### src/cache_geom_pkg.sv
/*
 * L1 cache geometry
 * sizes shared by both caches and the address view used for
 * tag compare, bank select, refill and write-back addressing
 */
package cache_geom_pkg;

    localparam int ADDR_W     = 64;
    localparam int LINE_W     = 128;  // one line is 16 bytes
    localparam int WORD_W     = 64;
    localparam int NLINE      = 256;
    localparam int NBANK      = 4;
    localparam int BANK_DEPTH = 64;
    localparam int OFFSET_W   = 4;
    localparam int INDEX_W    = 8;
    localparam int TAG_W      = ADDR_W - INDEX_W - OFFSET_W;

    // index split, upper bits pick the bank
    localparam int BANK_W  = $clog2(NBANK);
    localparam int LINE_AW = $clog2(BANK_DEPTH);

    typedef struct packed {
        logic [TAG_W-1:0]    tag;
        logic [INDEX_W-1:0]  index;
        logic [OFFSET_W-1:0] offset;
    } cache_addr_fields_t;

    // same 64-bit word, seen as a plain address or split into fields
    typedef union packed {
        logic [ADDR_W-1:0]  raw;
        cache_addr_fields_t f;
    } cache_addr_u;

endpackage

### src/cache_bus_pkg.sv
/*
 * L1 cache bus types
 * CPU request/response and the shared main-memory request/response
 */
package cache_bus_pkg;
    import cache_geom_pkg::*;

    typedef struct packed {
        logic                valid;   // held until ready
        logic                rw;      // 1 = write
        logic [ADDR_W-1:0]   addr;
        logic [WORD_W-1:0]   wdata;
        logic [WORD_W/8-1:0] wmask;
    } cpu_req_t;

    typedef struct packed {
        logic              ready;     // one-cycle pulse
        logic [WORD_W-1:0] rdata;
    } cpu_rsp_t;

    // line transfer to main memory
    typedef struct packed {
        logic              valid;
        logic              write;
        logic [ADDR_W-1:0] addr;      // line aligned
        logic [LINE_W-1:0] wdata;
    } mem_req_t;

    typedef struct packed {
        logic              ready;
        logic [LINE_W-1:0] rdata;     // read line, valid with ready
    } mem_rsp_t;

endpackage

### src/mem_arbiter.sv
/*
 * memory port arbiter
 * two fixed requesters, dcache first, grant held until memory ready
 */
`timescale 1ns/1ps

module mem_arbiter
    import cache_bus_pkg::*;
(
    input  logic     clk,
    input  logic     rst,
    input  mem_req_t icache_req_i,
    input  mem_req_t dcache_req_i,
    output mem_rsp_t icache_rsp_o,
    output mem_rsp_t dcache_rsp_o,
    output mem_req_t mem_req_o,
    input  mem_rsp_t mem_rsp_i
);

    typedef enum logic [1:0] {
        G_IDLE,
        G_ICACHE,
        G_DCACHE
    } grant_e;

    grant_e grant_q, sel;

    // idle grants in the same cycle, otherwise the lock holds
    always_comb begin
        sel = grant_q;
        if (grant_q == G_IDLE) begin
            if (dcache_req_i.valid) begin
                sel = G_DCACHE;
            end else if (icache_req_i.valid) begin
                sel = G_ICACHE;
            end
        end
    end

    always_ff @(posedge clk) begin
        if (rst) begin
            grant_q <= G_IDLE;
        end else if (mem_rsp_i.ready) begin
            grant_q <= G_IDLE;  // transfer done
        end else begin
            grant_q <= sel;
        end
    end

    always_comb begin
        mem_req_o    = '0;
        icache_rsp_o = '0;
        dcache_rsp_o = '0;
        case (sel)
            G_ICACHE: begin
                mem_req_o    = icache_req_i;
                icache_rsp_o = mem_rsp_i;
            end
            G_DCACHE: begin
                mem_req_o    = dcache_req_i;
                dcache_rsp_o = mem_rsp_i;
            end
            default: ;  // nothing forwarded
        endcase
    end

endmodule

### config.mk
export PLATFORM = sky130hd
export DESIGN_NAME = mem_arbiter
export DESIGN_NICKNAME = d
export VERILOG_FILES = /design/src/cache_geom_pkg.sv /design/src/cache_bus_pkg.sv /design/src/mem_arbiter.sv
export SDC_FILE = /design/constraint.sdc
export NUM_CORES = 1
export LEC_CHECK = 0
export ABC_AREA = 1
export BUFFER_PORTS_ARGS = -buffer_cell sky130_fd_sc_hd__buf_2
export CAP_MARGIN = 20
export CORE_AREA = 2 2 376 378
export DETAILED_ROUTE_END_ITERATION = 16
export DIE_AREA = 0 0 378 380
export HOLD_SLACK_MARGIN = 0.08
export PLACE_DENSITY_LB_ADDON = 0.2
export SKIP_CTS_REPAIR_TIMING = 1
export SYNTH_ARGS = -nofsm -noshare
export SYNTH_HDL_FRONTEND = slang
export SYNTH_SLANG_ARGS = --single-unit
### constraint.sdc
create_clock -name clk -period 6.52 [get_ports clk]
set_clock_uncertainty 0.15 [all_clocks]
set_input_delay 1.956 -clock clk [delete_from_list [all_inputs] [get_ports clk]]
set_output_delay 1.956 -clock clk [all_outputs]
set_load 0.02 [all_outputs]
After elaboration in Yosys (flattened, before gate mapping)
Cells that the tools add are included.
{ "totals": {"word_cells": 11, "inputBits": 519, "out_inout_bits": 452, "reg_bits": 2} }
{ "classes": {"mux": 6, "n_reduce_logical": 2, "n_eq_ne": 2} }
{ "ops": {"columns": ["operator", "n"], "rows": [
  ["$pmux W194 S2", 1],
  ["$mux W129", 2],
  ["$mux W2", 3],
  ["$eq A2 B1 Y1 const B", 1],
  ["$eq A2 B2 Y1 const B", 1],
  ["$logic_not A2 Y1", 1],
  ["$reduce_or A2 Y1", 1]
]} }

Depth between registers and ports, before layout
Gate-level depths: netlist of the first run.
{ "depth": {"word_depth": 5, "mapped_depth": 11, "ltp_nobuf": 8} }

Worst setup path before layout of the first run
Ideal clock, no wire load.
{ "synth_path": {"kind": "input -> output", "start": "in dcache_req_i[193] (netlist name)", "end": "out mem_req_o[130] (netlist name)", "arrival_time_ns": 3.194, "t_required_ns": 4.414, "path_buffers": 3, "cell_stages": 7, "path_slack_ns": 1.220, "path_cell_list": "nand2_1 > nand2_1 > ha_1 > clkbuf_1 > buf_2 > buf_2 > a21oi_1"} }
{ "synth_rtl": {"columns": ["element", "line_no", "source"], "rows": [
  ["start, declared", "mem_arbiter.sv:13", "input mem_req_t dcache_req_i,"],
  ["end, declared", "mem_arbiter.sv:16", "output mem_req_t mem_req_o,"]
]} }

==> results.py, run 1 <==
metrics = {
    "pwr": {
        "pwr-share-seq_pct": 0.9,
        "power_w": 0.001387,
        "intPower_w": 0.0004585,
        "switchingPower_w": 0.0009283,
        "peakVddDrop_v": 0.00006400,
        "switching_share_pct": 66.94,
        "p_clk_share_pct": 6.6,
        "p_per_area_mw_per_mm2": 112.9,
        "p_comb_share_pct": 92.4,
        "leakagePower_nw": 8.155,
    },
    "sta": {
        "worst_pin_slew_ps": 612.9,
        "fmax_mhz": 155.7,
        "period_needed_ps": 6422,
        "min_period_over_period_pct": 98.50,
        "final_max_slew_viol_count": 0,
        "rsz0062_at_grt": "false",
        "setup_viol": 0,
        "timing.slew.headroom_pct": 59.14,
        "hold_viol": 0,
        "hold_ws_ps": 559.8,
    },
    "logic_synthesis": {
        "syn_area_sq_mm": 0.005094,
        "synth_seq_cells": 2,
        "yosysSeqAreaShare_pct": 0.7860,
        "synth_area_leaders": "nand2_1, inv_1, a21oi_1, buf_4, buf_2",
        "syn_area_per_cell_sq_um": 4.220,
        "synth_cell_type_count": 11,
        "yosys.area.top_type": "nand2_1",
        "yosys_warnings": 0,
        "syn_nets": 1728,
        "syn_inst": 1207,
        "synth_top_area_share_pct": 47.90,
    },
    "clock_tree": {
        "clk_pin_slew_worst_paths_ps": 30,
        "cts_tree": "yes",
        "cts_root_buf": "clkbuf_16",
        "cts_buffers": 3,
        "cts.sinks": 2,
        "clkLatencyLatePin_ps": 220,
        "htreeDepth": 1,
        "clock_path_buffers": 2,
    },
    "routing": {
        "vias": 11320,
        "vias_per_cell": 2.819,
        "first_pass_iters": 7,
        "wl_mm": 98.51,
        "drcViolationCount": 0,
        "drt_iter0_drc": 661,
        "wl_per_cell_microns": 24.54,
        "drtAntennaViolNets": 0,
    },
    "placement": {
        "finalWeightedCongestion": 0.9797,
        "hpwl_mm": 91.55,
        "port_buffers": 970,
        "placed_cell_area_sq_mm": 0.01216,
    },
    "job": {
        "maxCapViolations": 0,
    },
    "global_route": {
        "grt_pass1_wl_mm": 122.9,
        "grt_max_degree": 96,
        "grt_pass1_vias": 11200,
        "track_usage_pct": 12.98,
        "overflow": 0,
        "antenna_found_initial": 88,
    },
    "die": {
        "start_util_pct": 3.660,
        "die_y_microns": 380,
        "fp-row-count": 137,
        "dieArea_sq_mm": 0.1436,
        "top_level_ports": 971,
        "core-area_sq_mm": 0.1392,
        "fp.dieW_microns": 378,
    },
    "setup_path": {
        "path_cells": "buf_2 -> nand2_1 -> nand2_1 -> inv_1 -> ha_4 -> buf_12 -> buf_12 -> nand2_1 -> a21oi_1 -> buf_2",
        "cp_slowest_stage_delay_ps": 430,
        "crit_arrival_ps": 4320,
        "crit_top_cell": "nand2_1",
        "r2r_start": "grant_q[0]",
        "worstPathRequired_ps": 4410,
        "critPathTopFamily": "buffers and inverters",
        "critPathLaunchType": "input port",
        "criticalPathCategory": "in2out",
        "path_max_fanout": 41,
        "crit_slowest_cell": "a21oi_1",
        "critPathLaunch": "dcache_req_i[193]",
        "crit_buf_inv": 5,
        "endpoint_kind": "output pin",
    },
    "layout": {
        "final_common_cell": "buf_2",
        "largestRegisters": "grant_q: 2 flops",
        "top_register": "grant_q",
        "drive_gt1_share_pct": 48.00,
        "largest_reg_flops": 2,
        "final_net_count": 2648,
        "post-route-util_pct": 8.826,
        "synthToLayoutAreaGrowth_pct": 141.2,
        "layout_common_cells": "buf_2, nand2_1, inv_1",
        "nFillCells": 17060,
        "finalInstanceArea_sq_mm": 0.01228,
    },
    "min_path": {
        "hp-class": "reg2reg",
        "min-delay-start": "grant_q[1]",
    },
    "outcome": {
        "status": "complete, no violations",
    },
}
## metal layers
metal / global-route usage [%] / wire length (microns) / up-vias / share of wire (%)
met5: 0 / 330 / - / 0.33
met1: 16.34 / 41140 / 5196 / 42
li1: - / - / 5327 / -
met2: 22.79 / 47370 / 627 / 48
met3: 3.783 / 8846 / 114 / 9.0
met4: 0.5017 / 821 / 54 / 0.83
## logic make-up after synthesis
kind of cell    share of synthesized area [%]
compound gates                          19.06
fa+ha+maj                              0.4912
buf+inv                                 31.49
flops                                  0.7861
simple gates                            48.17
## power groups by stage
| stage | registers, W | logic, W | clock network (W) |
|---|---|---|---|
| finish | 0.0000129 | 0.00128 | 0.0000922 |
| global route | 0.0000130 | 0.00138 | 0.0000968 |
| CTS | 0.0000129 | 0.00133 | 0.0000941 |
| detailed placement | 0.0000131 | 0.00132 | 0 |
| global placement | 0.0000131 | 0.00133 | 0 |
| floorplan | 0.0000131 | 0.000577 | 0 |
## cell type report
type	instances	area, sq um	area share [%]
clock buffers	3	75.07	0.6111
repair buffers	1009	5310	43.23
flip-flops and latches	2	40.04	0.3259
diodes	14	35.03	0.2852
multi-input cells	849	3493	28.44
well taps	1876	2347	19.11
inverters	262	983.4	8.006
## cell usage after synthesis
cell type and number:
nand2_1 650, inv_1 262, a21oi_1 194, buf_2 46, buf_4 32, buf_6 12
clkbuf_1 4, dfxtp_1 2, ha_1 2, nor2_1 2, or2_2 1
## stage by stage
step | worst slack, ps | setup TNS [ps] | std cells
after detailed placement | 18.55 | 0 | 3998
after CTS | 5.954 | 0 | 4001
after floorplan | 1220 | 0 | 1207
after global placement | -112.3 | -403.0 | 3998
after global routing | 12.87 | 0 | 4002
final | 97.72 | 0 | 4015
## worst min-delay path, delay by kind of cell, from the launching register on
kind / cells / cell delay (ps)
flops: 1 / 290
simple gates: 2 / 230
buf+inv: 2 / 160
## final timing paths
path / end / slack [ps] / cells past startpoint
setup reg to reg: grant_q[1] / 5380 / 5
hold reg to reg: grant_q[1] / 560 / 4
setup / recovery: mem_req_o[173] / 100 / 10
hold / removal: grant_q[1] / 560 / 4
Note: power is estimated with default switching activity, not from simulation.
==> inputs of run 2 (changes only) <==
--- a/config.mk
+++ b/config.mk
@@ -8,9 +8,9 @@
 export ABC_AREA = 1
 export BUFFER_PORTS_ARGS = -buffer_cell sky130_fd_sc_hd__buf_2
 export CAP_MARGIN = 20
-export CORE_AREA = 2 2 376 378
+export CORE_AREA = 2 2 379 381
 export DETAILED_ROUTE_END_ITERATION = 16
-export DIE_AREA = 0 0 378 380
+export DIE_AREA = 0 0 381 383
 export HOLD_SLACK_MARGIN = 0.08
 export PLACE_DENSITY_LB_ADDON = 0.2
 export SKIP_CTS_REPAIR_TIMING = 1
==> constraint.sdc (replaced) <==
create_clock -name clk -period 6.3 [get_ports clk]
set_clock_uncertainty 0.15 [all_clocks]
set_input_delay 1.89 -clock clk [delete_from_list [all_inputs] [get_ports clk]]
set_output_delay 1.89 -clock clk [all_outputs]
set_load 0.02 [all_outputs]
==> run 2 against run 1 <==
Hold slack got worse by 29 ps. Final area is 0.61% higher. Critical path depth is the same. Power up 4.4%. Non-clock buffer count fell by 1. Combinational power rose by 5%. Sequential share of layout area is essentially flat.
==> results.py, run 2 (synthesis gave the netlist of run 1 again) <==
metrics = {
    "outcome": {
        "status": "complete, no violations",
    },
    "clock_tree": {
        "clk_pin_slew_worst_paths_ps": 30,
        "clock_path_buffers": 2,
        "cts_tree": "yes",
        "cts.sinks": 2,
        "clkLatencyLatePin_ps": 220,
        "htreeDepth": 1,
        "cts_buffers": 3,
        "cts_root_buf": "clkbuf_16",
    },
    "layout": {
        "finalInstanceArea_sq_mm": 0.01236,
        "top_register": "grant_q",
        "final_net_count": 2647,
        "largestRegisters": "grant_q: 2 flops",
        "largest_reg_flops": 2,
        "nFillCells": 17400,
        "drive_gt1_share_pct": 47.74,
        "post-route-util_pct": 8.688,
        "layout_common_cells": "buf_2, nand2_1, inv_1",
        "synthToLayoutAreaGrowth_pct": 142.6,
        "final_common_cell": "buf_2",
    },
    "global_route": {
        "grt_pass1_vias": 11030,
        "grt_pass1_wl_mm": 123.2,
        "track_usage_pct": 12.95,
        "grt_max_degree": 102,
        "overflow": 0,
        "antenna_found_initial": 83,
    },
    "sta": {
        "timing.slew.headroom_pct": 51.55,
        "fin_tns_setup_ps": 0,
        "rsz0062_at_grt": "false",
        "setup_viol": 0,
        "fmax_mhz": 162.7,
        "period_needed_ps": 6146,
        "worst_pin_slew_ps": 726.7,
        "min_period_over_period_pct": 97.56,
        "final_max_slew_viol_count": 0,
        "hold_viol": 0,
    },
    "routing": {
        "first_pass_iters": 5,
        "wl_per_cell_microns": 24.79,
        "drtAntennaViolNets": 0,
        "vias_per_cell": 2.850,
        "wl_mm": 100.0,
        "vias": 11500,
        "drcViolationCount": 0,
        "drt_iter0_drc": 769,
    },
    "setup_path": {
        "path_max_fanout": 37,
        "path_cells": "buf_2 -> nand2_1 -> nand2_1 -> inv_1 -> ha_4 -> buf_12 -> buf_4 -> nand2_1 -> a21oi_1 -> buf_2",
        "criticalPathCategory": "in2out",
        "crit_arrival_ps": 4110,
        "endpoint_kind": "output pin",
        "critPathLaunchType": "input port",
        "crit_slowest_cell": "a21oi_1",
        "crit_top_cell": "nand2_1",
        "worstPathRequired_ps": 4260,
        "cp_slowest_stage_delay_ps": 590,
    },
    "pwr": {
        "switchingPower_w": 0.0009612,
        "p_clk_share_pct": 6.6,
        "pwr-share-seq_pct": 0.9,
        "intPower_w": 0.0004870,
        "leakagePower_nw": 8.163,
        "peakVddDrop_v": 0.00007684,
        "p_comb_share_pct": 92.5,
        "switching_share_pct": 66.37,
        "p_per_area_mw_per_mm2": 117.2,
    },
    "die": {
        "dieArea_sq_mm": 0.1459,
        "fp.dieW_microns": 381,
        "fp-row-count": 139,
        "start_util_pct": 3.580,
        "top_level_ports": 971,
        "die_y_microns": 383,
        "core-area_sq_mm": 0.1423,
    },
    "job": {
        "maxCapViolations": 0,
    },
    "placement": {
        "hpwl_mm": 93.14,
        "placed_cell_area_sq_mm": 0.01226,
        "finalWeightedCongestion": 1.013,
        "port_buffers": 970,
    },
    "min_path": {
        "hp-class": "reg2reg",
    },
}
-- run 2: metrics by stage --
stage	worst slack, ps	instances	hold slack (ps)	total power (W)
global placement	145.9	4024	561.2	0.001398
global route	90.98	4029	583.6	0.001552
CTS	175.0	4027	544.2	0.001492
floorplan	1132	1207	385.3	0.0006111
detailed placement	184.2	4024	529.9	0.001393
finish	153.7	4036	531.3	0.001448
-- run 2: metal layers --
layer,global-route usage (%),up-vias,wire (microns)
met1,16.43,5322,42180
met5,0,-,414
met3,4.074,124,8959
li1,-,5319,-
met2,22.29,671,47790
met4,0.7173,68,692
-- run 2: layout make-up --
| class | instances | area, sq um | area share (%) |
|---|---|---|---|
| tap | 1903 | 2381 | 19.26 |
| timing repair buffer | 1008 | 5383 | 43.55 |
| multi-input combinational | 849 | 3475 | 28.11 |
| antenna | 9 | 22.52 | 0.1822 |
| sequential | 2 | 40.04 | 0.3240 |
| inverter | 262 | 983.4 | 7.957 |
| clock buffer | 3 | 75.07 | 0.6074 |
-- run 2: worst paths after layout --
check	cells past startpoint	slack, ps	end	start
min	4	530	grant_q[0]	grant_q[0]
max	10	150	mem_req_o[38]	dcache_req_i[193]
max reg2reg	5	5290	grant_q[1]	grant_q[0]
min reg2reg	4	530	grant_q[0]	grant_q[0]
-- run 2: worst max-delay path, delay by kind of cell --
kind | cells | cell delay, ps
buffers and inverters | 5 | 950
AO/OA/AOI/OAI | 1 | 590
AND/OR/NAND/NOR | 3 | 320
adder cells (fa/ha/maj) | 1 | 260
-- run 2: power groups by stage --
stage / Combinational (W) / Sequential, W / Clock (W)
after floorplan: 0.000598 / 0.0000135 / 0
after global placement: 0.00138 / 0.0000136 / 0
after detailed placement: 0.00138 / 0.0000136 / 0
after CTS: 0.00138 / 0.0000134 / 0.0000970
after global routing: 0.00144 / 0.0000135 / 0.0000988
final: 0.00134 / 0.0000134 / 0.0000950
==> inputs of run 3 (changes only) <==
--- a/config.mk
+++ b/config.mk
@@ -5,12 +5,11 @@
 export SDC_FILE = /design/constraint.sdc
 export NUM_CORES = 1
 export LEC_CHECK = 0
-export ABC_AREA = 1
 export BUFFER_PORTS_ARGS = -buffer_cell sky130_fd_sc_hd__buf_2
 export CAP_MARGIN = 20
-export CORE_AREA = 2 2 379 381
+export CORE_AREA = 2 2 378 380
 export DETAILED_ROUTE_END_ITERATION = 16
-export DIE_AREA = 0 0 381 383
+export DIE_AREA = 0 0 380 382
 export HOLD_SLACK_MARGIN = 0.08
 export PLACE_DENSITY_LB_ADDON = 0.2
 export SKIP_CTS_REPAIR_TIMING = 1
==> run 3 against run 2 <==
Power rose by 0.57%. Worst setup slack got worse by 110 ps. Cell count shrank 12%. Final area shrank 5.2%. Sequential share of layout area hardly changed. Via count down 12%. Sequential cell count did not move. Utilization down 0.37 points. Synthesized cell count decreased by 38%. Critical path type unchanged.
==> results.py, run 3 <==
metrics = {
    "logic_synthesis": {
        "syn_area_sq_mm": 0.004695,
        "syn_area_per_cell_sq_um": 6.226,
        "synth_seq_cells": 2,
        "synth_ff_type": "dfxtp_1",
        "synth_area_leaders": "and2_1, a22oi_1, nor2_1, buf_6, clkbuf_8",
        "synth_top_area_share_pct": 34.51,
        "synth-compound-area-share_pct": 31.50,
        "syn_nets": 1275,
        "synth-edff-count": 0,
        "syn_inst": 754,
        "synth_adder_area_share_pct": 0.5330,
        "synth_top_family_by_area": "simple AND/OR/NAND/NOR gates",
        "yosys_warnings": 0,
        "synth_common_cells": "and2_1, nor2_1, a22oi_1, buf_6, buf_2",
        "yosysSeqAreaShare_pct": 0.8529,
        "ys_async_sr_fraction_pct": 0,
        "yosys.area.top_type": "and2_1",
        "synthMuxAreaShare_pct": 0,
        "synthXorXnorAreaFrac_pct": 0,
        "synth_cell_type_count": 20,
        "synth-simple-area-share_pct": 50.69,
        "yosysMostFrequentCell": "and2_1",
    },
    "die": {
        "core-area_sq_mm": 0.1409,
        "fp.dieW_microns": 380,
        "die_y_microns": 382,
        "top_level_ports": 971,
        "start_util_pct": 3.332,
        "dieArea_sq_mm": 0.1452,
        "fp-row-count": 138,
    },
    "routing": {
        "vias_per_cell": 2.829,
        "vias": 10090,
        "wl_per_cell_microns": 28.07,
        "first_pass_iters": 5,
        "drcViolationCount": 0,
        "wl_mm": 100.1,
        "drt_iter0_drc": 665,
        "drtAntennaViolNets": 0,
    },
    "min_path": {
        "hp-class": "reg2reg",
        "min-delay-start": "grant_q[1]",
    },
    "layout": {
        "synthToLayoutAreaGrowth_pct": 149.5,
        "largest_reg_flops": 2,
        "final_common_cell": "buf_2",
        "drive_gt1_share_pct": 60.76,
        "top_register": "grant_q",
        "multi_input_area_sq_mm": 0.003919,
        "final_net_count": 2187,
        "register_area_sq_um": 40.04,
        "largestRegisters": "grant_q: 2 flops",
        "final_cell_count_no_fill": 3567,
        "layout_common_cells": "buf_2, and2_1, nor2_1",
        "nFillCells": 17010,
    },
    "clock_tree": {
        "cts.sinks": 2,
        "clk_pin_slew_worst_paths_ps": 30,
        "htreeDepth": 1,
        "clkLatencyLatePin_ps": 220,
        "clock_path_buffers": 2,
        "cts_root_buf": "clkbuf_16",
        "cts_buffers": 3,
        "cts_tree": "yes",
    },
    "global_route": {
        "track_usage_pct": 12.99,
        "antenna_found_initial": 101,
        "grt_pass1_wl_mm": 121.8,
        "overflow": 0,
        "grt_max_degree": 110,
        "grt_pass1_vias": 9887,
    },
    "setup_path": {
        "crit_buf_inv": 3,
        "crit_arrival_ps": 4220,
        "critPathLaunch": "dcache_req_i[193]",
        "endpoint_kind": "output pin",
        "path_cells": "buf_2 -> nor3b_2 -> nor2_1 -> ha_4 -> buf_12 -> a22oi_1 -> nor2_1 -> buf_2",
        "critPathLaunchType": "input port",
        "criticalPathCategory": "in2out",
        "crit_slowest_cell": "a22oi_1",
        "worstPathRequired_ps": 4260,
        "path_max_fanout": 110,
        "cp_slowest_stage_delay_ps": 810,
        "r2r_start": "grant_q[0]",
        "critPathTopFamily": "compound AO/OA/AOI/OAI gates",
    },
    "sta": {
        "timing.slew.headroom_pct": 44.26,
        "final_max_slew_viol_count": 0,
        "min_period_over_period_pct": 99.37,
        "hold_ws_ps": 463.8,
        "worst_pin_slew_ps": 836.0,
        "rsz0062_at_grt": "true",
        "hold_viol": 0,
        "fmax_mhz": 159.7,
        "setup_viol": 0,
        "period_needed_ps": 6260,
    },
    "placement": {
        "port_buffers": 970,
        "dp.cells": 3551,
        "hpwl_mm": 92.11,
        "finalWeightedCongestion": 0.9336,
    },
    "pwr": {
        "leakagePower_nw": 6.125,
        "peakVddDrop_v": 0.00004799,
        "p_per_area_mw_per_mm2": 124.3,
    },
    "job": {
        "maxCapViolations": 0,
    },
    "outcome": {
        "status": "complete, no violations",
    },
}
run 3: changes by cell type after synthesis, moves of 8 or more:
cell	before	now
a21oi_1	194	1
a22oi_1	0	191
and2_1	0	259
buf_2	46	19
buf_4	32	1
buf_6	12	34
clkbuf_1	4	12
clkbuf_2	0	17
clkbuf_8	0	11
inv_1	262	1
nand2_1	650	2
nor2_1	2	195
run 3: per-stage QoR:
stage,utilization (%),total power (W),area [sq um],setup WS (ps),TNS (ps)
2_1_floorplan,-,0.0006502,4695,1009,0
4_1_cts,8.284,0.001499,11670,-311.5,-3762
6_report,8.315,0.001456,11720,39.99,0
3_3_place_gp,8.231,0.001412,11600,-441.2,-11380
3_5_place_dp,8.231,0.001398,11600,-300.6,-4073
5_1_grt,8.297,0.001550,11690,-15.61,-38.98
run 3: area by class of cell:
cell class                 count  area share, %
tap                         1890          20.19
multi-input combinational    657          33.45
clock buffer                   3         0.6408
timing repair buffer        1001          45.07
sequential                     2         0.3418
inverter                       1        0.03204
antenna                       13         0.2777
run 3: final timing paths:
kind                                        to  slack (ps)  cells after the start
worst max-delay path            mem_req_o[131]          40                      8
worst min-delay path                grant_q[1]         460                      2
worst max register to register      grant_q[1]        5170                      2
worst min register to register      grant_q[1]         460                      2
run 3: where the power goes:
| part | internal [W] | switching, W |
|---|---|---|
| clock network | 0.0000808 | 0.0000149 |
| logic | 0.000424 | 0.000922 |
| registers | 0.0000133 | 0.000000693 |
| total | 0.000519 | 0.000938 |
run 3: worst register-to-register path, stage by stage, from the launching register on:
cell and delay [ps]:
dfxtp_1 440, nand2b_1 280, a21boi_0 130
run 3: logic make-up after synthesis:
kind of cell | Yosys count
adder cells (fa/ha/maj) | 2
buffers and inverters | 95
AND/OR/NAND/NOR | 459
flip-flops | 2
AO/OA/AOI/OAI | 196
run 3: routing by layer:
layer,vias to the layer above,global-route usage (%),routed length (microns)
met5,-,0,545
met4,84,1.551,1863
met3,188,5.562,10690
met2,672,20.93,44680
met1,4738,16.43,42330
li1,4410,-,-
